--- src/phy_geom_pkg.sv ---
package phy_geom_pkg;

	// Bus geometry of one full-rate DDR3 I/O block
	localparam int NUM_DQS_GROUPS = 2;
	localparam int GROUP_DQ_WIDTH = 8;
	localparam int AFI_RATE_RATIO = 2;

	// AFI buses are ordered by time slot first, then by DQS group
	localparam int AFI_DATA_WIDTH = GROUP_DQ_WIDTH * NUM_DQS_GROUPS * AFI_RATE_RATIO;
	localparam int AFI_DQS_WIDTH = NUM_DQS_GROUPS * AFI_RATE_RATIO;

	// One DM bit per group per slot
	localparam int AFI_MASK_WIDTH = NUM_DQS_GROUPS * AFI_RATE_RATIO;

	// Write data for all groups and slots of one AFI cycle
	typedef logic [AFI_DATA_WIDTH-1:0] afi_data_t;

	// Per-slot per-group control, used for write enable, DQS enable and OCT enable
	typedef logic [AFI_DQS_WIDTH-1:0] afi_dqs_t;

	typedef logic [AFI_MASK_WIDTH-1:0] afi_mask_t;

	// One bit per rate slot
	typedef logic [AFI_RATE_RATIO-1:0] afi_rate_t;

	// One bit per DQS group
	typedef logic [NUM_DQS_GROUPS-1:0] group_vec_t;

endpackage

--- src/phy_timing_pkg.sv ---
package phy_timing_pkg;

	// Fixed shift that lines the read enable up with the board round trip
	localparam int EXTRA_VFIFO_SHIFT = 2;

	localparam int RD_LATENCY_WIDTH = 5;
	localparam int VFIFO_INC_WIDTH = 2;

	// Largest latency the sequencer can request
	localparam int MAX_RD_LATENCY = (1 << RD_LATENCY_WIDTH) - 1;

	// Saturation point of the per-group increment counters
	localparam int MAX_VFIFO_INC = 3;

	// Deep enough for the largest latency plus the largest increment
	localparam int LFIFO_DEPTH = MAX_RD_LATENCY + MAX_VFIFO_INC;

	typedef logic [RD_LATENCY_WIDTH-1:0] rd_latency_t;
	typedef logic [VFIFO_INC_WIDTH-1:0] vfifo_inc_t;

endpackage

--- src/afi_write_if.sv ---
`timescale 1ns/1ps

// Registered AFI write bundle, still in slot-major order
interface afi_write_if;

	phy_geom_pkg::afi_data_t dq;
	phy_geom_pkg::afi_dqs_t wrdata_en;
	phy_geom_pkg::afi_mask_t wrdata_mask;
	phy_geom_pkg::afi_dqs_t dqs_en;
	phy_geom_pkg::afi_dqs_t oct_ena;

	modport source (
		output dq,
		output wrdata_en,
		output wrdata_mask,
		output dqs_en,
		output oct_ena
	);

	modport sink (
		input dq,
		input wrdata_en,
		input wrdata_mask,
		input dqs_en,
		input oct_ena
	);

endinterface

--- src/write_c2p_stage.sv ---
`timescale 1ns/1ps

module write_c2p_stage (
	input logic pll_afi_clk,
	input logic reset_n_afi_clk,
	input phy_geom_pkg::afi_data_t phy_ddio_dq,
	input phy_geom_pkg::afi_dqs_t phy_ddio_wrdata_en,
	input phy_geom_pkg::afi_mask_t phy_ddio_wrdata_mask,
	input phy_geom_pkg::afi_dqs_t phy_ddio_dqs_en,
	input phy_geom_pkg::afi_dqs_t phy_ddio_oct_ena,
	afi_write_if.source wr
);

	// The core only has to close timing to this flop at the core to periphery boundary
	always_ff @(posedge pll_afi_clk or negedge reset_n_afi_clk) begin
		if (!reset_n_afi_clk) begin
			wr.dq <= '0;
			wr.wrdata_en <= '0;
			wr.wrdata_mask <= '0;
			wr.dqs_en <= '0;
			wr.oct_ena <= '0;
		end else begin
			wr.dq <= phy_ddio_dq;
			wr.wrdata_en <= phy_ddio_wrdata_en;
			wr.wrdata_mask <= phy_ddio_wrdata_mask;
			wr.dqs_en <= phy_ddio_dqs_en;
			wr.oct_ena <= phy_ddio_oct_ena;
		end
	end

endmodule

--- src/dqs_group_slicer.sv ---
`timescale 1ns/1ps

module dqs_group_slicer (
	input logic pll_afi_clk,
	input logic reset_n_afi_clk,
	afi_write_if.sink wr,
	output phy_geom_pkg::afi_data_t group_dq,
	output phy_geom_pkg::afi_dqs_t group_dq_oe,
	output phy_geom_pkg::afi_mask_t group_dm,
	output phy_geom_pkg::afi_dqs_t group_dqs_oe,
	output phy_geom_pkg::afi_dqs_t group_oct_ena
);

	// Input lane t*G+g moves to output lane g*R+t, so every group sees its slots side by side
	always_ff @(posedge pll_afi_clk or negedge reset_n_afi_clk) begin
		if (!reset_n_afi_clk) begin
			group_dq <= '0;
			group_dq_oe <= '0;
			group_dm <= '0;
			group_dqs_oe <= '0;
			group_oct_ena <= '0;
		end else begin
			for (int g = 0; g < phy_geom_pkg::NUM_DQS_GROUPS; g++) begin
				for (int t = 0; t < phy_geom_pkg::AFI_RATE_RATIO; t++) begin
					group_dq[(g * phy_geom_pkg::AFI_RATE_RATIO + t) *
						phy_geom_pkg::GROUP_DQ_WIDTH +: phy_geom_pkg::GROUP_DQ_WIDTH] <=
						wr.dq[(t * phy_geom_pkg::NUM_DQS_GROUPS + g) *
						phy_geom_pkg::GROUP_DQ_WIDTH +: phy_geom_pkg::GROUP_DQ_WIDTH];
					group_dq_oe[g * phy_geom_pkg::AFI_RATE_RATIO + t] <=
						wr.wrdata_en[t * phy_geom_pkg::NUM_DQS_GROUPS + g];
					group_dm[g * phy_geom_pkg::AFI_RATE_RATIO + t] <=
						wr.wrdata_mask[t * phy_geom_pkg::NUM_DQS_GROUPS + g];
					group_dqs_oe[g * phy_geom_pkg::AFI_RATE_RATIO + t] <=
						wr.dqs_en[t * phy_geom_pkg::NUM_DQS_GROUPS + g];
					group_oct_ena[g * phy_geom_pkg::AFI_RATE_RATIO + t] <=
						wr.oct_ena[t * phy_geom_pkg::NUM_DQS_GROUPS + g];
				end
			end
		end
	end

endmodule

--- src/vfifo_shift.sv ---
`timescale 1ns/1ps

module vfifo_shift (
	input logic pll_afi_clk,
	input logic reset_n_afi_clk,
	input logic rden,
	output logic rden_shifted
);

	logic [phy_timing_pkg::EXTRA_VFIFO_SHIFT-1:0] shift_q;

	// Strobe enters at bit 0 and leaves from the top bit
	always_ff @(posedge pll_afi_clk or negedge reset_n_afi_clk) begin
		if (!reset_n_afi_clk) begin
			shift_q <= '0;
		end else begin
			shift_q <= {shift_q[phy_timing_pkg::EXTRA_VFIFO_SHIFT-2:0], rden};
		end
	end

	assign rden_shifted = shift_q[phy_timing_pkg::EXTRA_VFIFO_SHIFT-1];

endmodule

--- src/read_latency_fifo.sv ---
`timescale 1ns/1ps

module read_latency_fifo (
	input logic pll_afi_clk,
	input logic reset_n_afi_clk,
	input logic rden_shifted,
	input phy_timing_pkg::rd_latency_t rd_latency,
	input phy_geom_pkg::group_vec_t vfifo_inc,
	input logic fifo_reset,
	output phy_geom_pkg::group_vec_t group_valid
);

	for (genvar g = 0; g < phy_geom_pkg::NUM_DQS_GROUPS; g++) begin : gen_group
		logic [phy_timing_pkg::LFIFO_DEPTH-1:0] dly_q;
		phy_timing_pkg::vfifo_inc_t inc_cnt;
		int unsigned tap;
		logic tap_valid;

		// Every strobe walks the whole line so several reads can be in flight
		always_ff @(posedge pll_afi_clk or negedge reset_n_afi_clk) begin
			if (!reset_n_afi_clk) begin
				dly_q <= '0;
			end else begin
				dly_q <= {dly_q[phy_timing_pkg::LFIFO_DEPTH-2:0], rden_shifted};
			end
		end

		// Sequencer nudges this group's read point later, one cycle per pulse
		always_ff @(posedge pll_afi_clk or negedge reset_n_afi_clk) begin
			if (!reset_n_afi_clk) begin
				inc_cnt <= '0;
			end else if (fifo_reset) begin
				inc_cnt <= '0;
			end else if (vfifo_inc[g] &&
				inc_cnt != phy_timing_pkg::vfifo_inc_t'(phy_timing_pkg::MAX_VFIFO_INC)) begin
				inc_cnt <= inc_cnt + 1'b1;
			end
		end

		// Tap L-1 of the line is L registers after the input
		always_comb begin
			tap = int'(rd_latency) + int'(inc_cnt);
			if (tap != 0) begin
				tap_valid = dly_q[tap - 1];
			end else begin
				tap_valid = 1'b0;
			end
		end

		assign group_valid[g] = tap_valid;
	end

	// Zero latency would need a combinational path from the strobe
	assert property (@(posedge pll_afi_clk) disable iff (!reset_n_afi_clk)
		rd_latency != '0)
	else
		$error("Read latency of zero while out of reset");

endmodule

--- src/rdata_valid_merge.sv ---
`timescale 1ns/1ps

module rdata_valid_merge (
	input logic pll_afi_clk,
	input logic reset_n_afi_clk,
	input phy_geom_pkg::group_vec_t group_valid,
	output phy_geom_pkg::afi_rate_t afi_rdata_valid
);

	// Read data counts as valid only once every group has it
	always_ff @(posedge pll_afi_clk or negedge reset_n_afi_clk) begin
		if (!reset_n_afi_clk) begin
			afi_rdata_valid <= '0;
		end else begin
			afi_rdata_valid <= {phy_geom_pkg::AFI_RATE_RATIO{&group_valid}};
		end
	end

endmodule

--- src/ddr_io_datapath.sv ---
`timescale 1ns/1ps

module ddr_io_datapath (
	input logic pll_afi_clk,
	input logic reset_n_afi_clk,
	input phy_geom_pkg::afi_data_t phy_ddio_dq,
	input phy_geom_pkg::afi_dqs_t phy_ddio_wrdata_en,
	input phy_geom_pkg::afi_mask_t phy_ddio_wrdata_mask,
	input phy_geom_pkg::afi_dqs_t phy_ddio_dqs_en,
	input phy_geom_pkg::afi_dqs_t phy_ddio_oct_ena,
	input phy_geom_pkg::afi_rate_t afi_rdata_en_full,
	input phy_timing_pkg::rd_latency_t seq_read_latency_counter,
	input phy_geom_pkg::group_vec_t seq_read_increment_vfifo_fr,
	input logic seq_read_fifo_reset,
	output phy_geom_pkg::afi_data_t group_dq,
	output phy_geom_pkg::afi_dqs_t group_dq_oe,
	output phy_geom_pkg::afi_mask_t group_dm,
	output phy_geom_pkg::afi_dqs_t group_dqs_oe,
	output phy_geom_pkg::afi_dqs_t group_oct_ena,
	output phy_geom_pkg::afi_rate_t afi_rdata_valid
);

	logic rden_shifted;
	phy_geom_pkg::group_vec_t group_valid;

	afi_write_if wr_if ();

	write_c2p_stage c2p_i (
		.pll_afi_clk (pll_afi_clk),
		.reset_n_afi_clk (reset_n_afi_clk),
		.phy_ddio_dq (phy_ddio_dq),
		.phy_ddio_wrdata_en (phy_ddio_wrdata_en),
		.phy_ddio_wrdata_mask (phy_ddio_wrdata_mask),
		.phy_ddio_dqs_en (phy_ddio_dqs_en),
		.phy_ddio_oct_ena (phy_ddio_oct_ena),
		.wr (wr_if.source)
	);

	dqs_group_slicer slicer_i (
		.pll_afi_clk (pll_afi_clk),
		.reset_n_afi_clk (reset_n_afi_clk),
		.wr (wr_if.sink),
		.group_dq (group_dq),
		.group_dq_oe (group_dq_oe),
		.group_dm (group_dm),
		.group_dqs_oe (group_dqs_oe),
		.group_oct_ena (group_oct_ena)
	);

	// In full rate both slots carry the same read enable, slot 0 stands for them
	vfifo_shift vfifo_i (
		.pll_afi_clk (pll_afi_clk),
		.reset_n_afi_clk (reset_n_afi_clk),
		.rden (afi_rdata_en_full[0]),
		.rden_shifted (rden_shifted)
	);

	read_latency_fifo lfifo_i (
		.pll_afi_clk (pll_afi_clk),
		.reset_n_afi_clk (reset_n_afi_clk),
		.rden_shifted (rden_shifted),
		.rd_latency (seq_read_latency_counter),
		.vfifo_inc (seq_read_increment_vfifo_fr),
		.fifo_reset (seq_read_fifo_reset),
		.group_valid (group_valid)
	);

	rdata_valid_merge merge_i (
		.pll_afi_clk (pll_afi_clk),
		.reset_n_afi_clk (reset_n_afi_clk),
		.group_valid (group_valid),
		.afi_rdata_valid (afi_rdata_valid)
	);

endmodule

--- config.mk ---
export PLATFORM = sky130hd
export DESIGN_NAME = ddr_io_datapath
export DESIGN_NICKNAME = d
export VERILOG_FILES = /design/src/phy_geom_pkg.sv /design/src/phy_timing_pkg.sv /design/src/afi_write_if.sv /design/src/write_c2p_stage.sv /design/src/dqs_group_slicer.sv /design/src/vfifo_shift.sv /design/src/read_latency_fifo.sv /design/src/rdata_valid_merge.sv /design/src/ddr_io_datapath.sv
export SDC_FILE = /design/constraint.sdc
export NUM_CORES = 1
export LEC_CHECK = 0
export BUFFER_PORTS_ARGS = -buffer_cell sky130_fd_sc_hd__buf_2
export CORE_UTILIZATION = 53
export CTS_CLUSTER_SIZE = 30
export DETAILED_ROUTE_END_ITERATION = 16
export GPL_TIMING_DRIVEN = 0
export PLACE_DENSITY = 0.79
export REMOVE_ABC_BUFFERS = 1
export SYNTH_ARGS = -nofsm -noshare
export SYNTH_HDL_FRONTEND = slang
export SYNTH_SLANG_ARGS = --single-unit
--- constraint.sdc ---
create_clock -name pll_afi_clk -period 3.2 [get_ports pll_afi_clk]
set_clock_uncertainty 0.05 [all_clocks]
set_input_delay 0.16 -clock pll_afi_clk [delete_from_list [all_inputs] [get_ports pll_afi_clk]]
set_output_delay 0.16 -clock pll_afi_clk [all_outputs]
set_load 0.02 [all_outputs]
==> results of run 1 <==
stage by stage:
step / hold WS [ps] / area (um^2) / setup TNS, ps / total power [mW] / setup slack (ps)
after global routing: 42.7 / 6710 / 0 / 4.92 / 10.3
after CTS: 38.4 / 6630 / 0 / 4.71 / 13.6
final: 57.7 / 6710 / 0 / 4.74 / 114
after global placement: 217 / 5430 / -314 / 2.56 / -314
after floorplan: -186 / 4750 / 0 / 2.36 / 45.0
after detailed placement: 139 / 5460 / -338 / 2.58 / -338
placed cells by master (no fill, tap or decap), types with 4 or more instances in the layout:
| cell type | instances |
|---|---|
| dfrtp_1 | 137 |
| buf_2 | 107 |
| dlygate4sd3_1 | 51 |
| mux4_2 | 20 |
| clkbuf_16 | 16 |
| nor2_1 | 12 |
| xnor2_1 | 9 |
| buf_4 | 9 |
| nor3_1 | 8 |
| nand2_1 | 7 |
| mux2i_1 | 7 |
| inv_8 | 6 |
| xor2_1 | 5 |
| ha_1 | 5 |
| inv_1 | 4 |
registers in the layout, indices dropped and copies added (netlist names):
name                       count
c2p_i.wr.dq                   32
c2p_i.wr.dqs_en                4
c2p_i.wr.oct_ena               4
c2p_i.wr.wrdata_en             4
c2p_i.wr.wrdata_mask           4
lfifo_i.gen_group.dly_q       34
lfifo_i.gen_group.inc_cnt      4
merge_i.afi_rdata_valid        1
slicer_i.group_dm              4
slicer_i.group_dq             32
slicer_i.group_dq_oe           4
slicer_i.group_dqs_oe          4
slicer_i.group_oct_ena         4
vfifo_i.shift_q                2
final timing paths:
kind	slack, ps	cells past startpoint	end
setup / recovery	110	10	merge_i.afi_rdata_valid[0]$_DFF_PN0_
hold / removal	60	4	lfifo_i.gen_group[0].inc_cnt[0]$_DFFE_PN0P_
setup reg to reg	110	10	merge_i.afi_rdata_valid[0]$_DFF_PN0_
hold reg to reg	300	0	slicer_i.group_oct_ena[3]$_DFF_PN0_
max in group asynchronous	2210	3	slicer_i.group_dq[25]$_DFF_PN0_
min in group asynchronous	160	2	c2p_i.wr.oct_ena[2]$_DFF_PN0_
logic make-up (layout without fill, tap and decap cells):
kind of cell | count (synthesis) | count (layout)
xor gates and xnor gates | 15 | 15
muxes | 30 | 30
AOI/OAI and AO/OA | 23 | 23
and+or+nand+nor | 50 | 50
DFF | 137 | 137
buffers and inverters | 14 | 205
adders and majority gates | 11 | 11
metal layers:
layer / vias to the layer above / share of wire / GRT usage
met5: - / 0 / 0
met1: 1579 / 0.39 / 0.296
li1: 1365 / - / -
met4: 0 / 0.018 / 0.0882
met3: 18 / 0.069 / 0.0863
met2: 137 / 0.52 / 0.413
where the power goes:
group          leakage [nW]  total (mW)  internal (mW)  switching, mW
Combinational          1.20       0.794          0.401          0.393
Sequential             1.60        1.88           1.83         0.0482
Clock                 0.312        2.07           1.25          0.820
Total                  3.11        4.74           3.48           1.26
layout make-up:
cell class / count / area, um^2 / share of cell area
multi-input combinational: 129 / 1350 / 0.201
inverter: 4 / 15.0 / 0.00224
clock buffer: 18 / 428 / 0.0638
timing repair buffer: 169 / 1150 / 0.172
sequential: 137 / 3430 / 0.511
tap: 108 / 135 / 0.0201
clock inverter: 14 / 201 / 0.0300
timing repair:
action                                 in CTS  in global routing
buffers inserted                            0                  9
pin swaps                                   0                  2
gates resized for setup                     6                  2
hold buffers                               51                  0
endpoints found under the hold margin     122                  0
setup endpoints to repair                   1                  1
critical path: stages, from the launching register on:
cell,delay (ps)
dfrtp_1,390
ha_2,210
fa_2,610
inv_1,110
ha_4,350
mux4_2,510
nor3_1,140
nor3_1,80
a211o_2,330
nand4_1,80
a311oi_1,90
==> flow_summary.ini, run 1 <==
[die]
die_y_um = 97.4
pin_count = 110
dieArea_mm2 = 0.00948
fp-row-count = 34
fp.coreArea_mm2 = 0.00876
start_util = 0.550
die_w_um = 97.4

[timing]
worst_slew_pin_slew_ps = 679
hold_violations = 0
rsz0062_at_grt = false
max_slew_margin = 0.546
slew_viol_final = 0
fin_crit_ps = 3090
finalSetupViolCount = 0
fmax_mhz = 324
period_share = 0.964

[synth]
synthSimpleGateAreaFrac = 0.0568
synthAdderAreaFrac = 0.0317
synth_top_family_by_area = multiplexers
synth-async-reset-ratio = 1.00
synth_commonest_cells = 137 x dfrtp_1, 20 x mux4_2, 12 x nor2_1, 9 x ha_1, 9 x xnor2_1
synth_seq_cells = 137
synth_mux_area_frac = 0.115
syn_inst = 280
synth_area_leaders = dfrtp_1 71%, mux4_2 9.3%, ha_1 2.3%
synth.most_common_cell = dfrtp_1
synth_xor_area_frac = 0.0273
synth-edff-count = 0
synth-seq-area-share = 0.711
yosys_warnings = 0
syn_area_mm2 = 0.00482
yosys.area.top_type = dfrtp_1
synth_compound_area_frac = 0.0410
synth_top_area_share = 0.711
ys.flop_type = dfrtp_1
post_synth.cell_area_avg_um2 = 17.2
synth_cell_types = 48

[global_route]
antenna_found_initial = 0
grt_start_max_net_pins = 71
grt_usage = 0.246
grt_pass1_vias = 3334
grt_pass1_wl_um = 17300
grt_overflow = 0

[detailed_routing]
ant_nets = 0
drtIter0Drc = 160
drc = 0
vias = 3099
routed_wl_um = 10800
dr.pass1.iters = 6
wl_per_cell_um = 18.6
via_per_inst = 5.35

[setup_path]
cp.required_ps = 3530
worstPathArrival_ps = 3420
path_max_fanout = 8
crit_start = lfifo_i.gen_group[0].inc_cnt[0]$_DFFE_PN0P_
setup.worst_path.end_class = flop
r2r_start = lfifo_i.gen_group[0].inc_cnt[0]$_DFFE_PN0P_
critPathLaunchType = flop
worst-setup-path-type = flop to flop

[final_layout]
fin_util = 0.766
syn2layout_area_growth_pct = 39.2
antennaDiodeCount = 0
layout-drive-gt1-share = 0.399
nNetsFinal = 529
final_cells = 579
nFillCells = 501

[min_path]
min_from = seq_read_increment_vfifo_fr[0]
hold_class = input pin to flop

[outcome]
status = finished clean

[placement]
dp.cells = 487
place.gp.congestion = 0.821
portBuffers = 108
dp_hpwl_um = 5640

[clocking]
cts_sinks = 137
htreeDepth = 4
clock_latency_ps = 520
path_clk_slew_ps = 60
cts_max_path_buffers = 2
cts-root-buf = clkbuf_8
numCtsBuffers = 17
cts_tree = yes

[power_and_ir_drop]
p_leak_nw = 3.11
ir_drop_mv = 0.581
p_per_area_mw_per_mm2 = 706

[run]
cap_violations = 0
Power figures use the tool's default switching activity.
==> inputs of run 2 (changes only) <==
--- a/config.mk
+++ b/config.mk
@@ -12,2 +12,3 @@
 export GPL_TIMING_DRIVEN = 0
+export MAX_ROUTING_LAYER = met4
 export PLACE_DENSITY = 0.79
==> constraint.sdc (replaced) <==
create_clock -name pll_afi_clk -period 3.2 [get_ports pll_afi_clk]
set_clock_uncertainty 0.05 [all_clocks]
set_input_delay 0.32 -clock pll_afi_clk [delete_from_list [all_inputs] [get_ports pll_afi_clk]]
set_output_delay 0.32 -clock pll_afi_clk [all_outputs]
set_load 0.02 [all_outputs]
==> run 2 against run 1 <==
  * Maximum frequency decreased by 0.56%
  * Via count is 0.97% lower
  * First-iteration DRC count up 8.1%
  * Utilization did not move
  * Critical endpoint unchanged
==> flow_summary.ini, run 2 (synthesized netlist as in run 1, its figures left out) <==
[placement]
dp_hpwl_um = 5640
place.gp.congestion = 0.834
portBuffers = 108
dp.cells = 487

[setup_path]
setup.worst_path.end_class = flop
ff2ff_path_depth = 10
path_max_fanout = 8
critPathLaunchType = flop
crit_start = lfifo_i.gen_group[0].inc_cnt[0]$_DFFE_PN0P_
worst-path-buf-inv = 1
max_stage_delay_ps = 610
cp_slowest_cell = fa_2
worst-setup-path-type = flop to flop
cp_cell_sequence = ha_2 > fa_2 > inv_1 > ha_4 > mux4_2 > nor3_1 > nor3_1 > a211o_2 > nand4_1 > a311oi_1
regToRegSetupSlack_ps = 100
worstPathArrival_ps = 3430
cp_top_family = adder cells
crit_cells = 10
cp.required_ps = 3530
path_common_cell = nor3_1
r2r_start = lfifo_i.gen_group[0].inc_cnt[0]$_DFFE_PN0P_

[clocking]
htreeDepth = 4
cts-root-buf = clkbuf_8
path_clk_slew_ps = 60
cts_sinks = 137
cts_tree = yes
clock_latency_ps = 510
numCtsBuffers = 17
cts_max_path_buffers = 2

[final_layout]
reg_top3 = lfifo_i.gen_group.dly_q: 34 flops, c2p_i.wr.dq: 32 flops, slicer_i.group_dq: 32 flops
syn2layout_area_growth_pct = 39.2
fin_util = 0.766
largest_reg_flops = 34
antennaDiodeCount = 0
layout-drive-gt1-share = 0.399
top_register = lfifo_i.gen_group.dly_q
final_cells = 579
final_common_cell = dfrtp_1
final_cell_mix = 137 x dfrtp_1, 107 x buf_2, 51 x dlygate4sd3_1
nNetsFinal = 529

[power_and_ir_drop]
clockPowerShare = 0.436
swShare = 0.266
seq_power_share = 0.396
switchingPower_mw = 1.26
total_power_mw = 4.74
p_per_area_mw_per_mm2 = 706
ir_drop_mv = 0.583
p_leak_nw = 3.11
p_comb_frac = 0.167
internal_power_mw = 3.48

[timing]
max_slew_margin = 0.547
hold_violations = 0
fin_crit_ps = 3100
fmax_mhz = 322
slew_viol_final = 0
finalSetupViolCount = 0
setup_tns_ps = 0
worst_slew_pin_slew_ps = 678
rsz0062_at_grt = false
period_share = 0.970

[outcome]
status = finished clean

[global_route]
antenna_found_initial = 0
grt_start_max_net_pins = 71
grt_pass1_wl_um = 17200
grt_overflow = 0
grt_usage = 0.254
grt_pass1_vias = 3342

[die]
fp.coreArea_mm2 = 0.00876
die_y_um = 97.4
start_util = 0.550
fp-row-count = 34
pin_count = 110
dieArea_mm2 = 0.00948
die_w_um = 97.4

[run]
cap_violations = 0

[detailed_routing]
ant_nets = 0
vias = 3069
via_per_inst = 5.30
drtIter0Drc = 173
routed_wl_um = 10800
drc = 0
dr.pass1.iters = 4
wl_per_cell_um = 18.6

[min_path]
hold_class = input pin to flop
min_from = seq_read_increment_vfifo_fr[0]
whs_path_depth = 4
run 2: cell counts in the layout (fill, tap and decap cells not counted):
No cell type changed its count.
run 2: path summary, 6_finish.rpt:
check,end
setup / recovery,merge_i.afi_rdata_valid[0]$_DFF_PN0_
hold reg to reg,slicer_i.group_oct_ena[3]$_DFF_PN0_
min in group asynchronous,c2p_i.wr.oct_ena[2]$_DFF_PN0_
max in group asynchronous,lfifo_i.gen_group[0].dly_q[11]$_DFF_PN0_
hold / removal,lfifo_i.gen_group[0].inc_cnt[0]$_DFFE_PN0P_
setup reg to reg,merge_i.afi_rdata_valid[0]$_DFF_PN0_
run 2: repair_timing:
item	CTS	global route
setup endpoints to repair	1	1
endpoints found under the hold margin	122	0
cloned	0	0
resized for setup	6	2
hold buffers	51	0
pin swaps	0	2
setup buffers	0	9
run 2: through the flow:
stage	setup slack, ps	hold slack [ps]	area [um^2]
floorplan	45.0	-25.6	4750
global placement	-356	281	5430
detailed placement	-354	285	5460
CTS	13.6	198	6630
global route	11.8	202	6710
finish	96.9	217	6710
run 2: area by class of cell:
class                           count  area [um^2]
Fill cell                         501         2050
Sequential cell                   137         3430
Clock buffer                       18          428
Tap cell                          108          135
Inverter                            4         15.0
Timing Repair Buffer              169         1150
Multi-Input combinational cell    129         1350
Clock inverter                     14          201
run 2: routing by layer:
layer	track usage	wire length [um]	vias to the layer above
met5	-	0	-
met4	0.0848	199	0
met3	0.0842	743	18
met2	0.412	5620	136
met1	0.302	4190	1549
li1	-	-	1366
run 2: power by group through the flow:
stage | sequential (mW) | clock, mW | combinational [mW]
after floorplan | 1.95 | 0 | 0.409
after global placement | 1.90 | 0 | 0.659
after detailed placement | 1.90 | 0 | 0.672
after CTS | 1.88 | 2.09 | 0.745
after global routing | 1.89 | 2.18 | 0.858
final | 1.88 | 2.07 | 0.794
run 2: worst register-to-register path, delay by kind of cell (launching register included):
family          cells  cell delay (ps)
compound gates      2              430
flops               1              390
simple gates        3              310
buf+inv             1              120
fa+ha+maj           3             1170
mux                 1              520
==> inputs of run 3 (changes only) <==
REMOVE_ABC_BUFFERS = unset   (was 1)
==> run 3 against run 2 <==
  * Critical path type unchanged
  * Critical endpoint unchanged
  * Largest power group is now registers
  * Power fell by 3.7%
  * Combinational power rose by 3.7%
  * Sequential power barely moved
  * First-iteration DRC count rose by 15%
  * Register-to-register slack barely moved
  * Non-clock buffer count rose by 1
==> flow_summary.ini, run 3 (synthesized netlist as in run 1, its figures left out) <==
[final_layout]
layout-drive-gt1-share = 0.411
syn2layout_area_growth_pct = 38.8
final_common_cell = dfrtp_1
nNetsFinal = 530
final_cell_mix = 137 x dfrtp_1, 109 x buf_2, 51 x dlygate4sd3_1
nFillCells = 470
top_register = lfifo_i.gen_group.dly_q
antennaDiodeCount = 0
seqCellArea_mm2 = 0.00343
multiInputGateArea_mm2 = 0.00138
largest_reg_flops = 34
reg_top3 = lfifo_i.gen_group.dly_q: 34 flops, c2p_i.wr.dq: 32 flops, slicer_i.group_dq: 32 flops

[detailed_routing]
drc = 0
dr.pass1.iters = 5
wl_per_cell_um = 20.2
vias = 3126
drtIter0Drc = 199
ant_nets = 0
via_per_inst = 5.39
routed_wl_um = 11700

[clocking]
cts-root-buf = clkbuf_8
numCtsBuffers = 17
cts_sinks = 137
htreeDepth = 4
cts_tree = yes
path_clk_slew_ps = 70
cts_max_path_buffers = 2
clock_latency_ps = 520

[die]
die_w_um = 97.4
dieArea_mm2 = 0.00948
fp.coreArea_mm2 = 0.00876
fp-row-count = 34
die_y_um = 97.4
start_util = 0.550
pin_count = 110

[timing]
max_slew_margin = 0.654
slew_viol_final = 0
fmax_mhz = 323
setup_tns_ps = 0
period_share = 0.967
hold_violations = 0
fin_crit_ps = 3100
finalSetupViolCount = 0
worst_slew_pin_slew_ps = 516

[run]
cap_violations = 0

[global_route]
grt_usage = 0.283
grt_pass1_vias = 3500
antenna_found_initial = 0
grt_overflow = 0
grt_pass1_wl_um = 19000
grt_start_max_net_pins = 107

[setup_path]
cp_cell_sequence = ha_2 > fa_2 > inv_1 > ha_4 > buf_8 > mux4_2 > nor4_2 > nor3_1 > a211o_2 > nand4_1 > a311oi_2
cp_slowest_cell = fa_2
max_stage_delay_ps = 600
worst-path-buf-inv = 2
cp.required_ps = 3530
critPathLaunchType = flop
setup.worst_path.end_class = flop
ff2ff_path_depth = 11
worst-setup-path-type = flop to flop
worstPathArrival_ps = 3430
path_max_fanout = 10
r2r-end = merge_i.afi_rdata_valid[0]$_DFF_PN0_
r2r_start = lfifo_i.gen_group[0].inc_cnt[0]$_DFFE_PN0P_
regToRegSetupSlack_ps = 100
cp_top_family = adder cells

[outcome]
status = finished clean

[power_and_ir_drop]
p_per_area_mw_per_mm2 = 682
internal_power_mw = 3.29
swShare = 0.280
p_leak_nw = 3.07
seq_power_share = 0.412
switchingPower_mw = 1.28
total_power_mw = 4.56
p_comb_frac = 0.180
clockPowerShare = 0.408
ir_drop_mv = 0.502

[placement]
dp_hpwl_um = 5950
place.gp.congestion = 0.798
portBuffers = 107

[synth]
synth_nets = 351

[min_path]
hold_class = input pin to asynchronous set/reset pin
run 3: how the worst max path moves through the flow:
| stage | startpoint | endpoint | depth (start not counted) |
|---|---|---|---|
| finish | lfifo_i.gen_group[0].inc_cnt[0]$_DFFE_PN0P_ | merge_i.afi_rdata_valid[0]$_DFF_PN0_ | 11 |
| global route | lfifo_i.gen_group[0].inc_cnt[0]$_DFFE_PN0P_ | merge_i.afi_rdata_valid[0]$_DFF_PN0_ | 11 |
| CTS | lfifo_i.gen_group[0].inc_cnt[0]$_DFFE_PN0P_ | merge_i.afi_rdata_valid[0]$_DFF_PN0_ | 11 |
| detailed placement | seq_read_latency_counter[0] | merge_i.afi_rdata_valid[0]$_DFF_PN0_ | 12 |
| global placement | seq_read_latency_counter[0] | merge_i.afi_rdata_valid[0]$_DFF_PN0_ | 12 |
| floorplan | lfifo_i.gen_group[0].inc_cnt[0]$_DFFE_PN0P_ | merge_i.afi_rdata_valid[0]$_DFF_PN0_ | 11 |
run 3: area by class of cell:
| class | count | area share |
|---|---|---|
| clock inverters | 14 | 0.0209 |
| flip-flops and latches | 137 | 0.512 |
| clock buffers | 18 | 0.0625 |
| inverters | 4 | 0.00224 |
| repair buffers | 161 | 0.164 |
| well taps | 108 | 0.0202 |
| multi-input cells | 129 | 0.206 |
| plain buffers | 9 | 0.0116 |
run 3: per-stage QoR:
| step | hold slack [ps] | instance area, um^2 | setup WS, ps | utilization | instances |
|---|---|---|---|---|---|
| 2_1_floorplan | -25.6 | 4820 | 241 | - | 280 |
| 3_3_place_gp | 281 | 5490 | -72.9 | 0.627 | 495 |
| 3_5_place_dp | 173 | 5530 | -117 | 0.630 | 496 |
| 4_1_cts | 182 | 6610 | 14.0 | 0.754 | 579 |
| 5_1_grt | 204 | 6690 | -2.27 | 0.763 | 580 |
| 6_report | 193 | 6690 | 105 | 0.763 | 580 |
run 3: power groups by stage:
| stage | registers (mW) | clock network (mW) | logic [mW] |
|---|---|---|---|
| 5_1_grt | 1.89 | 1.96 | 0.886 |
| 6_report | 1.88 | 1.86 | 0.823 |
| 3_3_place_gp | 1.90 | 0 | 0.683 |
| 2_1_floorplan | 1.94 | 0 | 0.445 |
| 4_1_cts | 1.88 | 1.87 | 0.774 |
| 3_5_place_dp | 1.90 | 0 | 0.707 |
run 3: what timing repair did:
action,CTS,global route
pin swaps,1,1
gates cloned,0,0
buffers inserted,1,1
resized for setup,4,14
endpoints found under the hold margin,84,0
hold buffers,51,0
setup endpoints to repair,1,1
run 3: per-layer routing:
metal	routed length, um	track usage
met1	4540	0.341
met2	6150	0.457
met3	807	0.0921
met4	216	0.0894
met5	0	-
